$ cat config.mk
export PLATFORM = sky130hd
export DESIGN_NAME = madam_top
export DESIGN_NICKNAME = d
export VERILOG_FILES = /design/src/hdl/madam_pkg.sv /design/src/hdl/madam_msb_finder.sv /design/src/hdl/madam_pcsc_capture.sv /design/src/hdl/madam_reg_file.sv /design/src/hdl/madam_top.sv
export SDC_FILE = /design/constraint.sdc
export NUM_CORES = 2
export LEC_CHECK = 0
export ABC_AREA = 1
export BUFFER_PORTS_ARGS = -buffer_cell sky130_fd_sc_hd__buf_2
export CORE_MARGIN = 2
export CORE_UTILIZATION = 35
export CTS_BUF_LIST = sky130_fd_sc_hd__clkbuf_4 sky130_fd_sc_hd__clkbuf_8 sky130_fd_sc_hd__clkbuf_16
export CTS_CLUSTER_SIZE = 8
export DETAILED_ROUTE_END_ITERATION = 16
export GPL_ROUTABILITY_DRIVEN = 1
export PLACE_DENSITY_LB_ADDON = 0.1
export SLEW_MARGIN = 20
export SYNTH_ARGS = -nofsm -noshare
export SYNTH_HDL_FRONTEND = slang
export SYNTH_SLANG_ARGS = --single-unit
export TNS_END_PERCENT = 5
$ cat constraint.sdc
create_clock -name clk_25m -period 4.6 [get_ports clk_25m]
set_input_delay 1.15 -clock clk_25m [delete_from_list [all_inputs] [get_ports clk_25m]]
set_output_delay 1.15 -clock clk_25m [all_outputs]
set_load 0.02 [all_outputs]
$ cat src/hdl/madam_pkg.sv
// Shared types and constants for the MADAM CPU register block.
// Offsets are byte offsets within the MADAM window, taken from cpu_addr[15:0].
// PPMPC is decoded at 0x0129 and is not word aligned.
// Only DMA groups 0x0 and 0xC are mapped, with 22-bit fields.

package madam_pkg;

	typedef logic [31:0] word_t;		// cpu data word.
	typedef logic [15:0] reg_offset_t;	// low half of cpu_addr.
	typedef logic [21:0] dma_field_t;	// dma address or length, covers 4 MB.
	typedef logic [7:0]  line_flags_t;	// bit 0 unused, bits 7:1 are the line flags.
	typedef logic [10:0] modulo_t;		// frame buffer modulo in pixels.
	typedef logic [2:0]  bit_index_t;	// flag bit being shifted in.

	// identity and general control.
	localparam reg_offset_t OFS_REVISION   = 16'h0000;
	localparam reg_offset_t OFS_MSYSBITS   = 16'h0004;
	localparam reg_offset_t OFS_MCTL       = 16'h0008;	// dma enables, reads zero.
	localparam reg_offset_t OFS_SLTIME     = 16'h000C;
	localparam reg_offset_t OFS_ABORTBITS  = 16'h0020;
	localparam reg_offset_t OFS_PRIVBITS   = 16'h0024;
	localparam reg_offset_t OFS_STATBITS   = 16'h0028;
	localparam reg_offset_t OFS_MSB_CHECK  = 16'h002C;	// handled by the msb finder.
	localparam reg_offset_t OFS_DIAG       = 16'h0040;

	// sprite engine control.
	localparam reg_offset_t OFS_CCOBCTL0   = 16'h0110;
	localparam reg_offset_t OFS_PPMPC      = 16'h0129;
	localparam reg_offset_t OFS_REGCTL0    = 16'h0130;	// read and write modulo.
	localparam reg_offset_t OFS_REGCTL1    = 16'h0134;	// x and y clip.
	localparam reg_offset_t OFS_REGCTL2    = 16'h0138;	// read base address.
	localparam reg_offset_t OFS_REGCTL3    = 16'h013C;	// write base address.

	// position and slope words.
	localparam reg_offset_t OFS_XYPOSH     = 16'h0140;
	localparam reg_offset_t OFS_XYPOSL     = 16'h0144;
	localparam reg_offset_t OFS_LINEDXYH   = 16'h0148;
	localparam reg_offset_t OFS_LINEDXYL   = 16'h014C;
	localparam reg_offset_t OFS_DXYH       = 16'h0150;
	localparam reg_offset_t OFS_DXYL       = 16'h0154;
	localparam reg_offset_t OFS_DDXYH      = 16'h0158;
	localparam reg_offset_t OFS_DDXYL      = 16'h015C;

	// fence words sit in two separate ranges.
	localparam reg_offset_t OFS_FENCE_0L   = 16'h0230;
	localparam reg_offset_t OFS_FENCE_0R   = 16'h0234;
	localparam reg_offset_t OFS_FENCE_1L   = 16'h0238;
	localparam reg_offset_t OFS_FENCE_1R   = 16'h023C;
	localparam reg_offset_t OFS_FENCE_2L   = 16'h0270;
	localparam reg_offset_t OFS_FENCE_2R   = 16'h0274;
	localparam reg_offset_t OFS_FENCE_3L   = 16'h0278;
	localparam reg_offset_t OFS_FENCE_3R   = 16'h027C;

	// cpu ram to dsp dma, groups 0x0 and 0xC.
	localparam reg_offset_t OFS_DMA0_CURADDR  = 16'h0400;
	localparam reg_offset_t OFS_DMA0_CURLEN   = 16'h0404;
	localparam reg_offset_t OFS_DMA0_NEXTADDR = 16'h0408;
	localparam reg_offset_t OFS_DMA0_NEXTLEN  = 16'h040C;
	localparam reg_offset_t OFS_DMAC_CURADDR  = 16'h04C0;
	localparam reg_offset_t OFS_DMAC_CURLEN   = 16'h04C4;
	localparam reg_offset_t OFS_DMAC_NEXTADDR = 16'h04C8;
	localparam reg_offset_t OFS_DMAC_NEXTLEN  = 16'h04CC;

	localparam reg_offset_t OFS_VDL_ADDR   = 16'h0580;	// video display list.

	// fixed read values.
	localparam word_t REVISION_VALUE = 32'h0102_0000;
	localparam word_t MSYSBITS_VALUE = 32'h0000_0029;	// 2 MB dram and 1 MB vram.
	localparam word_t UNMAPPED_VALUE = 32'hBADA_CCE5;
	localparam word_t MSB_NONE_VALUE = 32'hFFFF_FFFF;	// msb finder result for zero.

endpackage

$ cat src/hdl/madam_msb_finder.sv
// Most significant bit finder at offset 0x002C.
// A read returns the index of the highest set bit of the last written word.
// A stored zero reads MSB_NONE_VALUE.
// msb_hit is a pure offset decode; the top level uses it to steer cpu_dout.

`timescale 1ns/1ps

module madam_msb_finder import madam_pkg::*; (
	input  logic        clk_25m,
	input  logic        reset_n,
	input  reg_offset_t reg_offset,
	input  word_t       cpu_din,
	input  logic        cpu_wr,
	output logic        msb_hit,	// offset is 0x002C.
	output word_t       msb_rdata	// bit index or all ones.
);

	word_t msb_value;	// last word written at 0x002C.

	assign msb_hit = (reg_offset == OFS_MSB_CHECK);

	always_ff @(posedge clk_25m or negedge reset_n) begin
		if (!reset_n) begin
			msb_value <= '0;
		end else if (cpu_wr && msb_hit) begin
			msb_value <= cpu_din;
		end
	end

	// scan upward, so the last set bit found is the highest one.
	always_comb begin
		msb_rdata = MSB_NONE_VALUE;
		for (int i = 0; i < 32; i++) begin
			if (msb_value[i]) begin
				msb_rdata = word_t'(i);
			end
		end
	end

endmodule

$ cat src/hdl/madam_pcsc_capture.sv
// Line flag capture from the pcsc strobe.
// A rising pcsc while idle restarts hcount and starts a seven bit capture.
// Flag bit k takes pcsc at the k-th edge after the start; bit 0 stays zero.
// Edges during the capture are ignored. HCOUNT_W must be at least 4.

`timescale 1ns/1ps

module madam_pcsc_capture import madam_pkg::*; #(
	parameter int HCOUNT_W = 12		// horizontal counter width.
) (
	input  logic                clk_25m,
	input  logic                reset_n,
	input  logic                pcsc,
	output logic [HCOUNT_W-1:0] hcount,		// pixel clock count since line start.
	output line_flags_t         line_flags	// vl, vd, vr, fc, f, v, vz from bit 7 down.
);

	logic       pcsc_dly;		// pcsc one cycle late.
	logic       pcsc_rising;
	bit_index_t bit_index;		// zero when idle, 1 to 7 while shifting.

	assign pcsc_rising = pcsc && !pcsc_dly;

	always_ff @(posedge clk_25m or negedge reset_n) begin
		if (!reset_n) begin
			pcsc_dly <= 1'b0;
		end else begin
			pcsc_dly <= pcsc;
		end
	end

	// line start restarts the counter, otherwise free running.
	always_ff @(posedge clk_25m or negedge reset_n) begin
		if (!reset_n) begin
			hcount <= '0;
		end else if (pcsc_rising && bit_index == '0) begin
			hcount <= '0;
		end else begin
			hcount <= hcount + 1'b1;	// wraps at full count.
		end
	end

	// bit index runs 1..7 then wraps to idle.
	always_ff @(posedge clk_25m or negedge reset_n) begin
		if (!reset_n) begin
			bit_index <= '0;
		end else if (bit_index != '0) begin
			bit_index <= bit_index + 1'b1;
		end else if (pcsc_rising) begin
			bit_index <= 3'd1;		// accepted line start.
		end
	end

	// flags shift in at the current index.
	always_ff @(posedge clk_25m or negedge reset_n) begin
		if (!reset_n) begin
			line_flags <= '0;
		end else if (bit_index != '0) begin
			line_flags[bit_index] <= pcsc;	// index is never zero here.
		end
	end

endmodule

$ cat src/hdl/madam_reg_file.sv
// MADAM general register map.
// Revision, memory configuration and the dma enable word are read only.
// DMA fields keep cpu_din[21:0] and read back zero extended.
// Every offset not listed here, 0x002C included, reads UNMAPPED_VALUE.
// rmod and wmod follow REGCTL0 one cycle after its write.

`timescale 1ns/1ps

module madam_reg_file import madam_pkg::*; (
	input  logic        clk_25m,
	input  logic        reset_n,
	input  reg_offset_t reg_offset,
	input  word_t       cpu_din,
	input  logic        cpu_wr,
	output word_t       reg_rdata,
	output modulo_t     rmod,	// source frame buffer modulo.
	output modulo_t     wmod	// destination frame buffer modulo.
);

	localparam int WORD_COUNT = 28;		// full width registers.
	localparam int DMA_COUNT  = 8;		// two dma groups of four fields.
	localparam int WORD_SEL_W = $clog2(WORD_COUNT);
	localparam int DMA_SEL_W  = $clog2(DMA_COUNT);
	localparam logic [WORD_SEL_W-1:0] SLOT_REGCTL0 = 5'd7;

	word_t      word_regs [WORD_COUNT];	// general, sprite, position, fence and vdl words.
	dma_field_t dma_regs  [DMA_COUNT];	// dma0 then dmac, curaddr/curlen/nextaddr/nextlen.

	logic                  word_hit;	// offset maps to a full width register.
	logic [WORD_SEL_W-1:0] word_sel;
	logic                  dma_hit;		// offset maps to a dma field.
	logic [DMA_SEL_W-1:0]  dma_sel;
	word_t                 regctl0;

	// bit 0 is weight 128, bits 3:2 weights 512/256, bits 6:4 weights 64/32/16.
	function automatic modulo_t modulo_decode(input logic [7:0] ctl);
		return {1'b0, ctl[3:2], ctl[0], ctl[6:4], 4'b0000};
	endfunction

	// full width register slots.
	always_comb begin
		word_hit = 1'b1;
		word_sel = '0;
		case (reg_offset)
			OFS_SLTIME:    word_sel = 5'd0;
			OFS_ABORTBITS: word_sel = 5'd1;		// abort reasons.
			OFS_PRIVBITS:  word_sel = 5'd2;		// dma privilege violations.
			OFS_STATBITS:  word_sel = 5'd3;		// sprite engine status.
			OFS_DIAG:      word_sel = 5'd4;
			OFS_CCOBCTL0:  word_sel = 5'd5;
			OFS_PPMPC:     word_sel = 5'd6;
			OFS_REGCTL0:   word_sel = 5'd7;
			OFS_REGCTL1:   word_sel = 5'd8;
			OFS_REGCTL2:   word_sel = 5'd9;
			OFS_REGCTL3:   word_sel = 5'd10;
			OFS_XYPOSH:    word_sel = 5'd11;
			OFS_XYPOSL:    word_sel = 5'd12;
			OFS_LINEDXYH:  word_sel = 5'd13;
			OFS_LINEDXYL:  word_sel = 5'd14;
			OFS_DXYH:      word_sel = 5'd15;
			OFS_DXYL:      word_sel = 5'd16;
			OFS_DDXYH:     word_sel = 5'd17;
			OFS_DDXYL:     word_sel = 5'd18;
			OFS_FENCE_0L:  word_sel = 5'd19;
			OFS_FENCE_0R:  word_sel = 5'd20;
			OFS_FENCE_1L:  word_sel = 5'd21;
			OFS_FENCE_1R:  word_sel = 5'd22;
			OFS_FENCE_2L:  word_sel = 5'd23;
			OFS_FENCE_2R:  word_sel = 5'd24;
			OFS_FENCE_3L:  word_sel = 5'd25;
			OFS_FENCE_3R:  word_sel = 5'd26;
			OFS_VDL_ADDR:  word_sel = 5'd27;
			default:       word_hit = 1'b0;
		endcase
	end

	// dma field slots.
	always_comb begin
		dma_hit = 1'b1;
		dma_sel = '0;
		case (reg_offset)
			OFS_DMA0_CURADDR:  dma_sel = 3'd0;
			OFS_DMA0_CURLEN:   dma_sel = 3'd1;
			OFS_DMA0_NEXTADDR: dma_sel = 3'd2;
			OFS_DMA0_NEXTLEN:  dma_sel = 3'd3;
			OFS_DMAC_CURADDR:  dma_sel = 3'd4;
			OFS_DMAC_CURLEN:   dma_sel = 3'd5;
			OFS_DMAC_NEXTADDR: dma_sel = 3'd6;
			OFS_DMAC_NEXTLEN:  dma_sel = 3'd7;
			default:           dma_hit = 1'b0;
		endcase
	end

	// register writes.
	always_ff @(posedge clk_25m or negedge reset_n) begin
		if (!reset_n) begin
			for (int i = 0; i < WORD_COUNT; i++) begin
				word_regs[i] <= '0;
			end
			for (int i = 0; i < DMA_COUNT; i++) begin
				dma_regs[i] <= '0;
			end
		end else if (cpu_wr) begin
			if (word_hit) begin
				word_regs[word_sel] <= cpu_din;
			end
			if (dma_hit) begin
				dma_regs[dma_sel] <= cpu_din[21:0];	// upper bits dropped.
			end
		end
	end

	// read mux, combinational on the offset.
	always_comb begin
		reg_rdata = UNMAPPED_VALUE;
		case (reg_offset)
			OFS_REVISION: reg_rdata = REVISION_VALUE;
			OFS_MSYSBITS: reg_rdata = MSYSBITS_VALUE;
			OFS_MCTL:     reg_rdata = '0;		// writes are ignored.
			default: begin
				if (word_hit) begin
					reg_rdata = word_regs[word_sel];
				end else if (dma_hit) begin
					reg_rdata = word_t'(dma_regs[dma_sel]);
				end
			end
		endcase
	end

	assign regctl0 = word_regs[SLOT_REGCTL0];

	// read modulo in the low byte, write modulo in the next.
	assign rmod = modulo_decode(regctl0[7:0]);
	assign wmod = modulo_decode(regctl0[15:8]);

endmodule

$ cat src/hdl/madam_top.sv
// MADAM CPU register block top level.
// Only cpu_addr[15:0] is decoded, so the map repeats every 64 KB of the window.
// Reads are combinational on cpu_addr; writes land on the edge that samples cpu_wr.
// HCOUNT_W must be at least 4.

`timescale 1ns/1ps

module madam_top import madam_pkg::*; #(
	parameter int HCOUNT_W = 12		// horizontal counter width.
) (
	input  logic                clk_25m,
	input  logic                reset_n,

	input  word_t               cpu_addr,
	input  word_t               cpu_din,
	input  logic                cpu_wr,		// one cycle write strobe.
	output word_t               cpu_dout,	// read data for cpu_addr, same cycle.

	input  logic                pcsc,		// serial line flags from the video side.
	output logic [HCOUNT_W-1:0] hcount,
	output line_flags_t         line_flags,

	output modulo_t             rmod,
	output modulo_t             wmod
);

	reg_offset_t reg_offset;	// offset within the madam window.
	word_t       reg_rdata;		// register file read data.
	word_t       msb_rdata;		// msb finder read data.
	logic        msb_hit;		// offset belongs to the msb finder.

	assign reg_offset = cpu_addr[15:0];

	// general registers, identity words, dma fields and modulo decode.
	madam_reg_file madam_reg_file_inst (
		.clk_25m    (clk_25m),
		.reset_n    (reset_n),
		.reg_offset (reg_offset),
		.cpu_din    (cpu_din),
		.cpu_wr     (cpu_wr),
		.reg_rdata  (reg_rdata),
		.rmod       (rmod),
		.wmod       (wmod)
	);

	// highest set bit of the word written at 0x002C.
	madam_msb_finder madam_msb_finder_inst (
		.clk_25m    (clk_25m),
		.reset_n    (reset_n),
		.reg_offset (reg_offset),
		.cpu_din    (cpu_din),
		.cpu_wr     (cpu_wr),
		.msb_hit    (msb_hit),
		.msb_rdata  (msb_rdata)
	);

	// line start detection and flag deserializer.
	madam_pcsc_capture #(
		.HCOUNT_W (HCOUNT_W)
	) madam_pcsc_capture_inst (
		.clk_25m    (clk_25m),
		.reset_n    (reset_n),
		.pcsc       (pcsc),
		.hcount     (hcount),
		.line_flags (line_flags)
	);

	// the register file returns the unmapped value at 0x002C, so the finder wins there.
	assign cpu_dout = msb_hit ? msb_rdata : reg_rdata;

endmodule

==> results.yml <==
status:
  status: "finished with violations"
  violations: "setup timing"
synth:
  synth_common_cells: "nand2_1 (1505), o21ai_0 (1170), dfrtp_1 (1128)"
  syn_inst: 5467
  synth-edff-count: 0
  synth_compound_area_share_pct: 20.4
  synth-seq-area-share_pct: 58.2
  ys_ff_latch: 1128
  yosys_warnings: 0
  synth_mux_area_share_pct: 0
  yosys.area.top_type_share_pct: 58.2
  avgSynthCellArea_um2: 8.87
  yosys.area_share.simple_pct: 16.0
  synth-main-ff-cell: "dfrtp_1"
  synthTopCellsByArea: "dfrtp_1 (58%), o21ai_0 (12%), nand2_1 (12%), o22ai_1 (4.6%), clkbuf_1 (2.5%)"
  yosysUniqueCellTypes: 47
  synth_most_common_cell: "nand2_1"
  synthAdderAreaFrac_pct: 0.0774
  syn-cell-area_mm2: 0.0485
  synth_xor_area_share_pct: 0.0181
  async_flop_share_pct: 100
  synth_top_cell_by_area: "dfrtp_1"
  synth_top_family_by_area: "compound AO/OA/AOI/OAI gates"
critical_path:
  crit_arrival_ns: 4.41
  path_buf_inv: 8
  r2r_end: "madam_pcsc_capture_inst.hcount[10]$_DFF_PN0_"
  path_class: "in -> out"
  reg2reg_slack_ns: 2.86
  reg2reg_depth: 8
  r2r-start: "madam_pcsc_capture_inst.hcount[0]$_DFF_PN0_"
  cp_max_fo: 10
  endpoint_kind: "output pin"
  crit_family: "simple AND/OR/NAND/NOR gates"
  slowest_stage: "o31ai_1"
  cp_cell_sequence: "buf_2, nor2_2, nand2_2, nor2_4, nand3_4, o31ai_1, nor2_1, nand2_1, nor2_4, buf_6, inv_8, nor2_4, buf_12, inv_12, buf_16, buf_8, o22ai_1, o21ai_0, and3_1, nand4_1, nand2_2, nand2_2, nand2_1, buf_2"
  cp-start-kind: "input port"
  required_ns: 3.45
  cpPeakStageDelay_ns: 0.29
floorplanning:
  dieArea_mm2: 0.142
  die_y_um: 376
  core_area_mm2: 0.137
  num_rows: 136
  start_util_pct: 35.3
  ios: 142
  fp.dieW_um: 376
clock_network:
  cts_tree: "yes"
  clock_latency_ns: 0.77
  ctsRootBufferMaster: "clkbuf_16"
  clock-sinks: 1128
  cts.clk_slew.worst_paths_ns: 0.05
  postCtsHoldBufs: 0
  cts_buffer_depth: 3
  numCtsBuffers: 159
  htree_levels: 4
sta:
  setup_viol: 32
  slew_viol_final: 0
  hold_viol: 0
  relSlewSlack_pct: 25.4
  skew_ns: 0.00353
  rsz0062_at_grt: "yes"
  fin_ws_ns: -0.959
  worst_pin_slew_ns: 1.12
  max_freq_mhz: 180
  post-route-period-util_pct: 121
  period_minus_slack_ns: 5.56
route:
  dr.pass1.iters: 6
  route.antenna.remaining_nets: 0
  vias: 41487
  wl_per_cell_um: 24.4
  finalWirelength_mm: 185
  drtIter0Drc: 4167
  vias_per_cell: 5.46
  drc_errors: 0
place:
  numPortBuffers: 115
  hpwl_mm: 112
  gp_congestion: 0.866
  dp_cells: 7357
power_and_ir_drop:
  design_power_total_mw: 21.7
  p_leak_nw: 27.4
  powerDensity_mw_per_mm2: 361
  vdd_drop_max_mv: 0.284
global_route:
  gr-usage-all-layers_pct: 25.9
  overflow: 0
  grt_max_degree: 153
  antenna_found_initial: 7
  grt_pass1_vias: 40277
  grt_pass1_wl_mm: 274
layout:
  drive_gt1_share_pct: 16.4
  nets: 5848
  layout.cells.non_filler: 7594
  syn_to_final_growth_pct: 23.7
run:
  maxCapViolations: 0
hold_path:
  hp-class: "in -> async"
layout make-up:
class	instances	area, um^2
diodes	3	7.51
clock buffers	167	4060
clock inverters	14	256
fillers	13661	77500
inverters	151	604
multi-input cells	3731	18300
flip-flops and latches	1128	28200
well taps	1794	2240
repair buffers	605	6210
repair inverters	1	11.3
cells by family after synthesis:
| group | after synthesis |
|---|---|
| AOI/OAI and AO/OA | 1826 |
| xor gates and xnor gates | 1 |
| adders and majority gates | 3 |
| buffers and inverters | 617 |
| DFF | 1128 |
| other | 1 |
| and+or+nand+nor | 1891 |
metrics by stage:
step / setup slack [ns] / TNS (ns) / hold slack [ns] / area, um^2 / utilization, %
2_1_floorplan: -0.0303 / -0.0303 / 0.448 / 48500 / -
3_3_place_gp: -1.18 / -32.96 / 0.462 / 54200 / 39.4
3_5_place_dp: -1.22 / -34.72 / 0.468 / 54200 / 39.4
4_1_cts: -0.901 / -28.19 / 0.270 / 59100 / 43.0
5_1_grt: -1.12 / -33.11 / 0.285 / 60000 / 43.6
6_report: -0.959 / -28.15 / 0.284 / 60000 / 43.6
placed cells by master, fill, tap and decap left out, drive strengths merged, types with 2 or more instances in the layout:
master,n
nand2,1528
o21ai,1320
dfrtp,1128
buf,592
o22ai,358
clkbuf,176
inv,143
nor2,126
nand3,74
nand4,71
a22oi,48
nor3,47
a21oi,35
clkinv,23
nor4,21
nand3b,14
a22o,11
conb,10
a31oi,9
o21a,9
o2111ai,8
nor3b,7
a41oi,7
a211oi,5
o221ai,4
bufbuf,4
diode,3
o211ai,3
o22a,3
ha,3
and3,2
o31ai,2
o311ai,2
registers in the layout, indices dropped and copies added, names as in the netlist:
register,flops
madam_msb_finder_inst.msb_value,32
madam_pcsc_capture_inst.bit_index,3
madam_pcsc_capture_inst.hcount,12
madam_pcsc_capture_inst.line_flags,8
madam_pcsc_capture_inst.pcsc_dly,1
madam_reg_file_inst.dma_regs,176
madam_reg_file_inst.regctl0,32
madam_reg_file_inst.word_regs,864
what timing repair did:
item                                    4_1_cts  5_1_grt
cloned                                        8        9
endpoints found under the setup margin       32       32
buffers inserted                             11       26
pin swaps                                    19       47
resized for setup                            81      139
report_power, final:
part           switching [mW]  internal (mW)  leakage (nW)
Sequential             0.0731           10.0          15.7
Clock                    4.45           6.22          2.11
Combinational           0.698          0.206          9.56
Total                    5.22           16.5          27.4
worst max-delay path by stage:
stage / startpoint / endpoint / slack (ns) / cells after the start
4_1_cts: cpu_addr[1] / cpu_dout[26] / -0.90 / 23
3_5_place_dp: cpu_addr[1] / cpu_dout[13] / -1.22 / 23
2_1_floorplan: cpu_addr[15] / cpu_dout[0] / -0.03 / 22
5_1_grt: cpu_addr[8] / cpu_dout[10] / -1.12 / 28
3_3_place_gp: cpu_addr[1] / cpu_dout[13] / -1.18 / 23
6_report: cpu_addr[14] / cpu_dout[7] / -0.96 / 24
layer usage:
| metal | up-vias | routed length [um] | global-route usage (%) | part of all wire, % |
|---|---|---|---|---|
| li1 | 19288 | - | - | - |
| met1 | 20638 | 86100 | 37.5 | 47 |
| met2 | 1310 | 83600 | 40.5 | 45 |
| met3 | 251 | 10500 | 3.49 | 5.7 |
| met4 | 0 | 4730 | 7.49 | 2.6 |
| met5 | - | 0 | 0 | 0 |
(Power assumes the default switching activity.)
